## config.mk

```make
export PLATFORM = sky130hd
export DESIGN_NAME = denseLayerTop
export DESIGN_NICKNAME = d
export VERILOG_FILES = /design/src/rtl/nnLayerPkg.sv /design/src/rtl/axiLitePkg.sv /design/src/rtl/activationLoader.sv /design/src/rtl/neuron.sv /design/src/rtl/resultCollector.sv /design/src/rtl/denseLayerTop.sv
export SDC_FILE = /design/constraint.sdc
export NUM_CORES = 2
export LEC_CHECK = 0
export BUFFER_PORTS_ARGS = -buffer_cell sky130_fd_sc_hd__buf_2
export CAP_MARGIN = 20
export CORE_UTILIZATION = 55
export DETAILED_ROUTE_END_ITERATION = 7
export MAX_ROUTING_LAYER = met4
export PLACE_DENSITY = 0.71
export SLEW_MARGIN = 15
export SYNTH_ARGS = -nofsm -noshare
export SYNTH_HDL_FRONTEND = slang
export SYNTH_SLANG_ARGS = --single-unit
```

## constraint.sdc

```tcl
create_clock -name clk -period 15 [get_ports clk]
set_input_delay 2.25 -clock clk [delete_from_list [all_inputs] [get_ports clk]]
set_output_delay 2.25 -clock clk [all_outputs]
set_load 0.03 [all_outputs]
```

## src/rtl/nnLayerPkg.sv

```systemverilog
package nnLayerPkg;

	localparam int NUM_INPUTS = 10;
	localparam int NUM_NEURONS = 8;
	localparam int ACT_WIDTH = 8;
	localparam int ACC_WIDTH = 23; // Ten 16-bit products plus a 16-bit bias cannot overflow this
	localparam int FRAC_SHIFT = 6;
	localparam int ACT_MAX = 127;

	typedef logic signed [ACT_WIDTH-1:0] activation_t;

	typedef struct packed {
		logic valid;
		activation_t [NUM_INPUTS-1:0] act; // Activation 0 in the low byte
	} layerInput_t;

	typedef struct packed {
		logic valid;
		activation_t value;
	} neuronResult_t;

	// Trained weights, one row per neuron, one column per input activation
	localparam activation_t WEIGHTS [NUM_NEURONS][NUM_INPUTS] = '{
		'{8'sd31, 8'sd26, 8'sd22, 8'sd30, -8'sd7, 8'sd10, -8'sd22, -8'sd31, 8'sd2, 8'sd3},
		'{-8'sd12, 8'sd18, 8'sd5, -8'sd27, 8'sd14, 8'sd9, 8'sd21, -8'sd4, -8'sd16, 8'sd11},
		'{8'sd7, -8'sd3, 8'sd29, 8'sd12, 8'sd25, -8'sd19, 8'sd6, 8'sd13, -8'sd8, -8'sd20},
		'{-8'sd25, -8'sd14, 8'sd8, 8'sd4, -8'sd11, 8'sd30, 8'sd17, 8'sd9, 8'sd24, -8'sd6},
		'{8'sd19, 8'sd2, -8'sd15, 8'sd23, 8'sd6, 8'sd1, -8'sd28, 8'sd16, 8'sd10, 8'sd27},
		'{8'sd4, 8'sd33, -8'sd9, -8'sd18, 8'sd20, 8'sd15, 8'sd3, -8'sd24, 8'sd12, 8'sd8},
		'{-8'sd6, 8'sd11, 8'sd16, -8'sd2, -8'sd30, 8'sd24, 8'sd7, 8'sd19, -8'sd13, 8'sd14},
		'{8'sd28, -8'sd21, 8'sd1, 8'sd15, 8'sd9, -8'sd5, 8'sd26, 8'sd3, 8'sd18, -8'sd10}
	};

	// Biases are in the same fixed-point scale as the accumulated products
	localparam logic signed [15:0] BIASES [NUM_NEURONS] = '{
		16'sd512,
		-16'sd256,
		16'sd128,
		16'sd0,
		16'sd300,
		-16'sd100,
		16'sd64,
		16'sd700
	};

endpackage

```

## src/rtl/axiLitePkg.sv

```systemverilog
package axiLitePkg;

	localparam int ADDR_WIDTH = 8;
	localparam int DATA_WIDTH = 32;
	localparam int STRB_WIDTH = DATA_WIDTH / 8;
	localparam int COUNT_WIDTH = 16; // Completed-vector count held in the status word

	localparam logic [1:0] RESP_OKAY = 2'b00;
	localparam logic [1:0] RESP_SLVERR = 2'b10;

	// Activation 4k+j sits in byte j of word k
	localparam logic [ADDR_WIDTH-1:0] ADDR_ACT0 = 8'h00;
	localparam logic [ADDR_WIDTH-1:0] ADDR_ACT1 = 8'h04;
	localparam logic [ADDR_WIDTH-1:0] ADDR_ACT2 = 8'h08;
	localparam logic [ADDR_WIDTH-1:0] ADDR_CTRL = 8'h0C; // Bit 0 starts a vector
	localparam logic [ADDR_WIDTH-1:0] ADDR_RES0 = 8'h10;
	localparam logic [ADDR_WIDTH-1:0] ADDR_RES1 = 8'h14;
	localparam logic [ADDR_WIDTH-1:0] ADDR_STATUS = 8'h18;

	typedef struct packed {
		logic [ADDR_WIDTH-1:0] awaddr;
		logic awvalid;
		logic [DATA_WIDTH-1:0] wdata;
		logic [STRB_WIDTH-1:0] wstrb;
		logic wvalid;
		logic bready;
	} axiWriteReq_t;

	typedef struct packed {
		logic awready;
		logic wready;
		logic [1:0] bresp;
		logic bvalid;
	} axiWriteRsp_t;

	typedef struct packed {
		logic [ADDR_WIDTH-1:0] araddr;
		logic arvalid;
		logic rready;
	} axiReadReq_t;

	typedef struct packed {
		logic arready;
		logic [DATA_WIDTH-1:0] rdata;
		logic [1:0] rresp;
		logic rvalid;
	} axiReadRsp_t;

endpackage

```

## src/rtl/activationLoader.sv

```systemverilog
module activationLoader
	import nnLayerPkg::*, axiLitePkg::*;
(
	input logic clk,
	input logic reset,
	input axiWriteReq_t writeReq,
	output axiWriteRsp_t writeRsp,
	output layerInput_t layerIn
);

	activation_t [NUM_INPUTS-1:0] actReg;
	logic launch;
	logic bvalid;
	logic [1:0] bresp;
	logic writeFire;
	logic actHit;
	logic ctrlHit;
	logic [1:0] wordIndex;
	logic startCmd;

	// Address and data are taken in the same cycle, and only with no response outstanding
	assign writeFire = writeReq.awvalid && writeReq.wvalid && !bvalid;

	always_comb
	begin
		actHit = 1'b0;
		ctrlHit = 1'b0;
		wordIndex = 2'd0;
		case (writeReq.awaddr)
			ADDR_ACT0:
			begin
				actHit = 1'b1;
				wordIndex = 2'd0;
			end
			ADDR_ACT1:
			begin
				actHit = 1'b1;
				wordIndex = 2'd1;
			end
			ADDR_ACT2:
			begin
				actHit = 1'b1;
				wordIndex = 2'd2;
			end
			ADDR_CTRL: ctrlHit = 1'b1;
			default: ;
		endcase
	end

	assign startCmd = ctrlHit && writeReq.wstrb[0] && writeReq.wdata[0];

	always_ff @(posedge clk)
	begin
		if (reset)
		begin
			actReg <= '0;
			launch <= 1'b0;
			bvalid <= 1'b0;
			bresp <= RESP_OKAY;
		end
		else
		begin
			launch <= writeFire && startCmd; // One-cycle pulse after the handshake
			if (writeFire)
			begin
				bvalid <= 1'b1;
				bresp <= (actHit || ctrlHit) ? RESP_OKAY : RESP_SLVERR;
			end
			else if (writeReq.bready)
			begin
				bvalid <= 1'b0;
			end
			for (int i = 0; i < NUM_INPUTS; i++)
			begin
				// Bytes 2 and 3 of the last word have no activation behind them
				if (writeFire && actHit && wordIndex == 2'(i / STRB_WIDTH)
						&& writeReq.wstrb[i % STRB_WIDTH])
				begin
					actReg[i] <= writeReq.wdata[ACT_WIDTH * (i % STRB_WIDTH) +: ACT_WIDTH];
				end
			end
		end
	end

	assign writeRsp.awready = writeFire;
	assign writeRsp.wready = writeFire;
	assign writeRsp.bresp = bresp;
	assign writeRsp.bvalid = bvalid;

	assign layerIn.valid = launch;
	assign layerIn.act = actReg;

endmodule

```

## src/rtl/neuron.sv

```systemverilog
module neuron
	import nnLayerPkg::*;
#(
	parameter int neuronIndex = 0
)
(
	input logic clk,
	input logic reset,
	input layerInput_t layerIn,
	output neuronResult_t result
);

	activation_t [NUM_INPUTS-1:0] actStage;
	logic signed [ACC_WIDTH-1:0] sumStage;
	activation_t outValue;
	logic validStage1;
	logic validStage2;
	logic resultValid;
	logic signed [ACC_WIDTH-1:0] weightedSum;
	logic [ACC_WIDTH-1:0] rounded;
	activation_t rectified;

	always_comb
	begin
		weightedSum = BIASES[neuronIndex]; // Sign-extended to the accumulator width
		for (int i = 0; i < NUM_INPUTS; i++)
		begin
			weightedSum = weightedSum + actStage[i] * WEIGHTS[neuronIndex][i];
		end
	end

	// Round half up on the first bit shifted out, then clamp or clip to zero
	always_comb
	begin
		rounded = (sumStage >>> FRAC_SHIFT) + sumStage[FRAC_SHIFT-1];
		if (sumStage[ACC_WIDTH-1])
			rectified = '0;
		else if (rounded > ACT_MAX)
			rectified = ACT_WIDTH'(ACT_MAX);
		else
			rectified = rounded[ACT_WIDTH-1:0];
	end

	always_ff @(posedge clk)
	begin
		if (reset)
		begin
			validStage1 <= 1'b0;
			validStage2 <= 1'b0;
			resultValid <= 1'b0;
		end
		else
		begin
			validStage1 <= layerIn.valid;
			validStage2 <= validStage1;
			resultValid <= validStage2;
		end
	end

	// The datapath runs every cycle and is qualified only by the valid chain
	always_ff @(posedge clk)
	begin
		actStage <= layerIn.act;
		sumStage <= weightedSum;
		outValue <= rectified;
	end

	assign result.valid = resultValid;
	assign result.value = outValue;

endmodule

```

## src/rtl/resultCollector.sv

```systemverilog
module resultCollector
	import nnLayerPkg::*, axiLitePkg::*;
(
	input logic clk,
	input logic reset,
	input neuronResult_t results [NUM_NEURONS],
	input axiReadReq_t readReq,
	output axiReadRsp_t readRsp
);

	activation_t resultReg [NUM_NEURONS];
	logic [COUNT_WIDTH-1:0] doneCount;
	logic rvalid;
	logic [DATA_WIDTH-1:0] rdata;
	logic [1:0] rresp;
	logic readFire;
	logic [DATA_WIDTH-1:0] readData;
	logic [1:0] readResp;

	assign readFire = readReq.arvalid && !rvalid;

	// All neurons share one pipeline, so neuron 0 speaks for the whole layer
	always_ff @(posedge clk)
	begin
		if (reset)
		begin
			doneCount <= '0;
			for (int n = 0; n < NUM_NEURONS; n++)
			begin
				resultReg[n] <= '0;
			end
		end
		else if (results[0].valid)
		begin
			doneCount <= doneCount + 1'b1; // Wraps at 16 bits
			for (int n = 0; n < NUM_NEURONS; n++)
			begin
				resultReg[n] <= results[n].value;
			end
		end
	end

	always_comb
	begin
		readData = '0;
		readResp = RESP_OKAY;
		case (readReq.araddr)
			ADDR_ACT0, ADDR_ACT1, ADDR_ACT2, ADDR_CTRL: ; // Write-side registers read as zero
			ADDR_RES0:
			begin
				for (int j = 0; j < STRB_WIDTH; j++)
				begin
					readData[ACT_WIDTH * j +: ACT_WIDTH] = resultReg[j];
				end
			end
			ADDR_RES1:
			begin
				for (int j = 0; j < STRB_WIDTH; j++)
				begin
					readData[ACT_WIDTH * j +: ACT_WIDTH] = resultReg[STRB_WIDTH + j];
				end
			end
			ADDR_STATUS: readData[COUNT_WIDTH-1:0] = doneCount;
			default: readResp = RESP_SLVERR;
		endcase
	end

	always_ff @(posedge clk)
	begin
		if (reset)
		begin
			rvalid <= 1'b0;
			rdata <= '0;
			rresp <= RESP_OKAY;
		end
		else if (readFire)
		begin
			rvalid <= 1'b1;
			rdata <= readData; // Held until the host takes it
			rresp <= readResp;
		end
		else if (readReq.rready)
		begin
			rvalid <= 1'b0;
		end
	end

	assign readRsp.arready = readFire;
	assign readRsp.rdata = rdata;
	assign readRsp.rresp = rresp;
	assign readRsp.rvalid = rvalid;

endmodule

```

## src/rtl/denseLayerTop.sv

```systemverilog
module denseLayerTop
	import nnLayerPkg::*, axiLitePkg::*;
(
	input logic clk,
	input logic reset,
	input axiWriteReq_t writeReq,
	output axiWriteRsp_t writeRsp,
	input axiReadReq_t readReq,
	output axiReadRsp_t readRsp
);

	layerInput_t layerIn;
	neuronResult_t results [NUM_NEURONS];

	activationLoader loader (
		.clk(clk),
		.reset(reset),
		.writeReq(writeReq),
		.writeRsp(writeRsp),
		.layerIn(layerIn)
	);

	// Every neuron sees the same vector and picks its own weight row
	for (genvar n = 0; n < NUM_NEURONS; n++)
	begin : gNeuron
		neuron #(
			.neuronIndex(n)
		) neuronInst (
			.clk(clk),
			.reset(reset),
			.layerIn(layerIn),
			.result(results[n])
		);
	end

	resultCollector collector (
		.clk(clk),
		.reset(reset),
		.results(results),
		.readReq(readReq),
		.readRsp(readRsp)
	);

endmodule

```

======== After elaboration in Yosys (flattened, before gate mapping) ========
Memory sizes are Yosys's and may differ from the RTL's.
Cells that the tools add are included.
storage, ports and cells
  flip-flop bits (word level) ............. 466
  bits in latches ......................... 0
  memory bits (writable) .................. 64
  bits in read-only memories .............. 0
  input port bits ......................... 59
  word-level logic and storage cells ...... 310
  memories kept ........................... 1
memories
  memory               words  width  rd ports  clocked after memory_dff  wr ports  RTL line               source
  collector.resultReg  8      8      8         0                         8         resultCollector.sv:11  activation_t resultReg [NUM_NEURONS];
operators by class
  add/sub/neg operators ................... 92
  $mul .................................... 66
  divide/modulo/power cells ............... 0
  magnitude comparators ................... 8
  equality and inequality tests ........... 11
  shift operators ......................... 0
  muxes and demuxes ....................... 32
  bitwise logic cells ..................... 8
  reductions and logical operators ........ 38
operators by type and width
  cell                    count
  $add 23x23->23          63
  $mul 8x5->13 const B    22
  $mul 8x6->14 const B    14
  $mul 8x4->12 const B    15
  $mul 8x3->11 const B    14
  $add 17x1->18           8
  $gt 18x7->1 const B     8
  $mux 8                  8
  $mux 7                  8
  $pmux 16 s3             1
  $add 11x23->23 const A  2
  $add 23x11->23          2
  $add 23x12->23          2
  $add 23x8->23           2
  $add 23x9->23           2
  $add 9x23->23 const A   2
  $eq 8x4->1 const B      4
  $pmux 16 s2             1
  $eq 8x5->1 const B      3
  $add 10x23->23 const A  1
  $add 23x10->23          1
  $add 8x23->23 const A   1
  $neg 8->22              1
  $neg 8->21              1
  21 further kinds        69

======== Longest topological paths before layout ========
  word-level depth ........................ 11
  gate-level depth with buffers ........... 34
  mapped depth without buffers ............ 34

======== By module ========
A second synthesis with hierarchy kept.
unflattened totals
  cell total of the unflattened synthesis .. 10460
  area total of the unflattened synthesis .. 105820.2 um^2
modules (own cells, without submodules)
  module                           instances  cells an instance  area an instance (um^2)  sequential area each (um^2)
  neuron at gNeuron[2].neuronInst  1          1383               13654.3                  2182.1
  neuron at gNeuron[7].neuronInst  1          1321               13023.7                  2182.1
  neuron at gNeuron[1].neuronInst  1          1232               12343.1                  2182.1
  neuron at gNeuron[0].neuronInst  1          1193               12323.1                  2182.1
  neuron at gNeuron[6].neuronInst  1          1207               12082.8                  2182.1
  neuron at gNeuron[5].neuronInst  1          1212               12052.8                  2182.1
  neuron at gNeuron[3].neuronInst  1          1101               11184.5                  2182.1
  neuron at gNeuron[4].neuronInst  1          1063               10771.6                  2182.1
  resultCollector                  1          417                4719.5                   2922.8
  activationLoader                 1          331                3664.8                   1661.6

======== Worst setup path after synthesis ========
OpenSTA, ideal clock, no wires.
  kind .................................... register to register
  start point ............................. register gNeuron[7].neuronInst.actStage[31] (netlist name)
  end point ............................... register gNeuron[1].neuronInst.sumStage[22]
  data arrival time ....................... 8.804 ns
  required time ........................... 14.870 ns
  setup slack ............................. 6.066 ns
  cell stages (with the launch flop) ...... 33
  buffers on the path ..................... 1
  period minus slack after synthesis ...... 8.934 ns
  cells stage by stage .................... dfxtp_1 -> buf_2 -> inv_2 -> ha_1 -> ha_1 -> inv_1 -> fa_1 -> inv_1 -> ha_1 -> ha_1 -> a21oi_1 -> o21bai_1 -> a21oi_1 -> nor2b_1 -> nor2_1 -> nor2_1 -> nor2_1 -> xnor2_1 -> fa_1 -> fa_1 -> fa_1 -> fa_1 -> inv_1 -> fa_1 -> inv_1 -> ha_1 -> or2_2 -> a21oi_1 -> a21oi_1 -> a211oi_1 -> o21bai_1 -> a21oi_1 -> xnor3_1
RTL lines
  what                    RTL line      source
  end signal: assignment  neuron.sv:64  sumStage <= weightedSum;
  end: declaration        neuron.sv:14  logic signed [ACC_WIDTH-1:0] sumStage;

==> flow_metrics.env <==
export IMPL_status="finished clean"
export IMPL_initial_utilization_pct=55.6
export IMPL_critPathArrivalTime_ns=10.67
export IMPL_critPathRequiredTime_ns=15.54
export IMPL_max_freq_mhz=98.8
export IMPL_leakage_power_summed_over_all_cells_nw=43.8
export IMPL_end_kind="register"
export IMPL_die_y_um=378
export IMPL_final_setup_tns_ns=0
export IMPL_rows=137
export IMPL_swShare_pct=28.6
export IMPL_first_drt_iteration_drcs=5252
export IMPL_p_clk_share_pct=44.4
export IMPL_max_cap_violations=0
export IMPL_final_critical_path_setup_slack_ns=4.87
export IMPL_p_per_area_nw_per_um2=39.9
export IMPL_timing_worst_setup_path_type="register to register"
export IMPL_wirelength_met1_mm=122
export IMPL_hold_path_startpoint="loader.layerIn[6]$_SDFFE_PP0P_"
export IMPL_detail_route_antenna_nets=0
export IMPL_grt_pass1_wl_mm=424
export IMPL_tightest_slew_ns=1.45
export IMPL_power_switching_mw=0.948
export IMPL_nFillCells=12134
export IMPL_numCtsBuffers=55
export IMPL_syn_mean_instance_area_um2=9.67
export IMPL_mappedNetlistArea_um2=77700
export IMPL_clock_skew_final_ns=0.0408
export IMPL_top_level_ports=100
export IMPL_clock_latency_ns=0.70
export IMPL_syn_inst=8034
export IMPL_finalNetCount=10718
export IMPL_dominantRegCellSynth="dfxtp_1"
export IMPL_path_delay_family="adder cells"
export IMPL_die_area_um2=143000
export IMPL_fp_dieW_um=378
export IMPL_viasPerCell=5.68
export IMPL_holdPathStages=0
export IMPL_regToRegSetupSlack_ns=4.87
export IMPL_worstSetupStartpointType="register"
export IMPL_clk_pin_slew_ns=0.07
export IMPL_drt_wirelength_per_cell_um=30.1
export IMPL_comb_power_share_pct=11.6
export IMPL_worst_path_most_repeated_cell="fa_1"
export IMPL_detailroute_via_count=57577
export IMPL_cts_setup_buffers=0
export IMPL_cell_internal_pwr_mw=2.37
export IMPL_timing_rr_start="gNeuron[7].neuronInst.actStage[30]$_DFF_P_"
export IMPL_met2_wirelength_mm=131
export IMPL_pin_count_of_the_biggest_net_entering_global_routing=87
export IMPL_vias_in_the_first_global_route=58395
export IMPL_worst_r2r_endpoint="gNeuron[1].neuronInst.sumStage[22]$_DFF_P_"
export IMPL_number_of_buffers_inserted_for_hold_repair_after_clock_tree_synthesis=0
export IMPL_tritoncts="yes"
export IMPL_clock_sinks=488
export IMPL_synth_seq_area_share_pct=13.4
export IMPL_worstHoldEndpoint="gNeuron[7].neuronInst.actStage[6]$_DFF_P_"
export IMPL_ctsLongestPathBuffers=3
export IMPL_pre_cts_slack_ns=4.99
export IMPL_crit_path_max_incr_delay_ns=0.98
export IMPL_synthDistinctLibCells=80
export IMPL_worst_path_buf_inv=5
export IMPL_remaining_drc_errors=0
export IMPL_coreArea_um2=140000
export IMPL_dr_max_layer_used="met4"
export IMPL_timing_final_hold_violations=0
export IMPL_clock_root_buffer="clkbuf_16"
export IMPL_vdd_ir_max_mv=0.0960
export IMPL_crit_slowest_cell="xnor2_1"
export IMPL_slew_limit_headroom_pct=2.74
export IMPL_synth_enable_flop_cells=64
export IMPL_firstDrtPassIters=7
export IMPL_worstHoldPathType="register to register"
export IMPL_final_min_period_ns=10.13
export IMPL_wl_met3_mm=31.0
export IMPL_portBuffers=97
export IMPL_period_share_pct=67.5
export IMPL_gr_total_overflow=0
export IMPL_htree_num_levels=2
export IMPL_layout_drive_gt1_share_pct=4.45
export IMPL_timing_reg2reg_worst_path_depth=31
export IMPL_post_cts_resized=0
export IMPL_yosysWarnings=0
export IMPL_grt_setup_unrepaired="no"
export IMPL_finalWirelength_mm=306
export IMPL_groute_usage_overall_pct=44.7
export IMPL_seq_power_share_pct=44.0
export IMPL_timing_critical_path_fanout_max=11
export IMPL_area_delta_synth_final_pct=6.86
export IMPL_report_final_slew_viol_count=0
export IMPL_postSynthRegisterBits=488
export IMPL_final_setup_viol_count=0
export IMPL_asyncSetResetFlopFracSynth_pct=0
export IMPL_gp_routability_congestion=1.11
export IMPL_grt_antenna_before_repair=20
export IMPL_dpl_hpwl_mm=273
area by class of cell:
class	count	area, µm²	area share, %
antenna	28	70.1	0.0844
clock buffer	68	1500	1.80
clock inverter	34	440	0.530
inverter	2038	7650	9.21
multi-input combinational	5420	59400	71.5
sequential	488	10400	12.5
tap	1876	2350	2.83
timing repair buffer	193	1210	1.46
per-layer routing:
layer	vias up	track usage, %
met2	2418	65.2
met4	0	24.4
met3	544	12.6
li1	25411	-
met1	29204	55.8
met5	-	-
cell usage in the layout (no fill, tap or decap), types with 9 or more instances in the layout:
cell type	n
or3_1	14
nand4_1	17
and3_1	41
fa_1	1255
edfxtp_1	64
xnor2_2	11
o21bai_1	133
nand3_1	146
or2_2	16
a21boi_0	27
mux2i_1	43
a21oi_1	451
xor2_1	195
buf_2	96
a211oi_1	9
nor3_1	48
a31oi_1	36
nor2b_1	98
nor2_1	251
ha_1	1208
o31ai_1	11
nand2_1	246
dfxtp_1	423
diode_2	28
o21ai_0	199
xnor2_1	508
conb_1	10
clkbuf_16	57
buf_4	97
a22oi_1	32
a21o_1	126
inv_1	2030
nand2b_1	40
mux2_2	25
o21a_1	30
and2_1	73
power groups by stage:
stage | Combinational, mW | Clock [mW] | Sequential [mW]
after global placement | 0.352 | 0 | 1.48
final | 0.384 | 1.47 | 1.46
after detailed placement | 0.364 | 0 | 1.49
after global routing | 0.413 | 1.54 | 1.47
after floorplan | 0.222 | 0 | 1.46
after CTS | 0.367 | 1.49 | 1.46
through the flow:
step	power, mW	std cells	utilization (%)	instance area [µm²]	hold WS, ns
after floorplan	1.68	8043	-	77700	0.330
after global placement	1.83	10004	57.8	80900	0.333
after detailed placement	1.85	10010	57.9	80900	0.337
after CTS	3.32	10112	59.2	82900	0.345
after global routing	3.42	10144	59.4	83000	0.349
final	3.32	10145	59.4	83000	0.343
Yosys cell counts (8+ instances only):
master / number / area [µm²]
edfxtp_1: 64 / 1920
o31ai_1: 11 / 82.6
or2_2: 16 / 100
fa_1: 1255 / 25100
inv_1: 2031 / 7620
o211ai_1: 8 / 60.1
nor4_1: 8 / 50.1
a22oi_1: 32 / 240
nand2b_1: 40 / 250
dfxtp_1: 424 / 8490
xor2_1: 195 / 1710
a21boi_0: 27 / 203
o21ai_0: 199 / 996
or3_1: 14 / 87.6
and2_1: 73 / 457
o21bai_1: 133 / 998
nor2b_1: 99 / 619
mux2i_1: 43 / 430
mux2_2: 25 / 282
xnor2_1: 519 / 4550
a2111oi_0: 8 / 70.1
a21o_1: 126 / 946
ha_1: 1208 / 15100
nand4_1: 17 / 106
nand2_1: 246 / 923
nand3_1: 146 / 731
nor3_1: 49 / 245
nor2_1: 251 / 942
buf_1: 11 / 41.3
clkbuf_1: 75 / 282
and3_1: 41 / 257
a31oi_1: 36 / 225
a21oi_1: 454 / 2270
o21a_1: 30 / 225
a211oi_1: 9 / 67.6
cells by family after synthesis:
logic type	count (synthesis)	synth area share, %
adder cells (fa/ha/maj)	2463	51.8
AO/OA/AOI/OAI	1135	8.96
flip-flops	488	13.4
buffers and inverters	2135	10.4
AND/OR/NAND/NOR	1027	6.45
XOR/XNOR	717	8.14
multiplexers	68	0.916
other	1	0.00483
how the worst max path moves through the flow:
stage,end,cells past startpoint,start,slack [ns]
2_1_floorplan,gNeuron[1].neuronInst.sumStage[22]$_DFF_P_,32,gNeuron[7].neuronInst.actStage[31]$_DFF_P_,6.07
3_3_place_gp,gNeuron[1].neuronInst.sumStage[22]$_DFF_P_,31,gNeuron[7].neuronInst.actStage[28]$_DFF_P_,5.01
3_5_place_dp,gNeuron[1].neuronInst.sumStage[22]$_DFF_P_,31,gNeuron[7].neuronInst.actStage[28]$_DFF_P_,4.99
4_1_cts,gNeuron[1].neuronInst.sumStage[22]$_DFF_P_,31,gNeuron[7].neuronInst.actStage[28]$_DFF_P_,4.92
5_1_grt,gNeuron[1].neuronInst.sumStage[22]$_DFF_P_,31,gNeuron[7].neuronInst.actStage[28]$_DFF_P_,4.39
6_report,gNeuron[1].neuronInst.sumStage[22]$_DFF_P_,31,gNeuron[7].neuronInst.actStage[30]$_DFF_P_,4.87
state kept, by name, summed over array words and instances, names as in the netlist:
| name | flops |
|---|---|
| collector.doneCount | 16 |
| collector.rdata | 32 |
| collector.resultReg | 64 |
| collector.rresp | 1 |
| collector.rvalid | 1 |
| gNeuron.neuronInst.actStage | 80 |
| gNeuron.neuronInst.outValue | 64 |
| gNeuron.neuronInst.resultValid | 1 |
| gNeuron.neuronInst.sumStage | 144 |
| gNeuron.neuronInst.validStage1 | 1 |
| gNeuron.neuronInst.validStage2 | 1 |
| loader.bresp | 1 |
| loader.bvalid | 1 |
| loader.launch | 1 |
| loader.layerIn | 80 |
worst register-to-register path, delay by kind of cell (launching register included):
kind	cells	cell delay (ns)
buf+inv	5	0.60
fa+ha+maj	11	5.36
flops	1	0.66
compound gates	8	1.40
simple gates	5	0.64
xor+xnor	2	1.30
(Power assumes the default switching activity.)
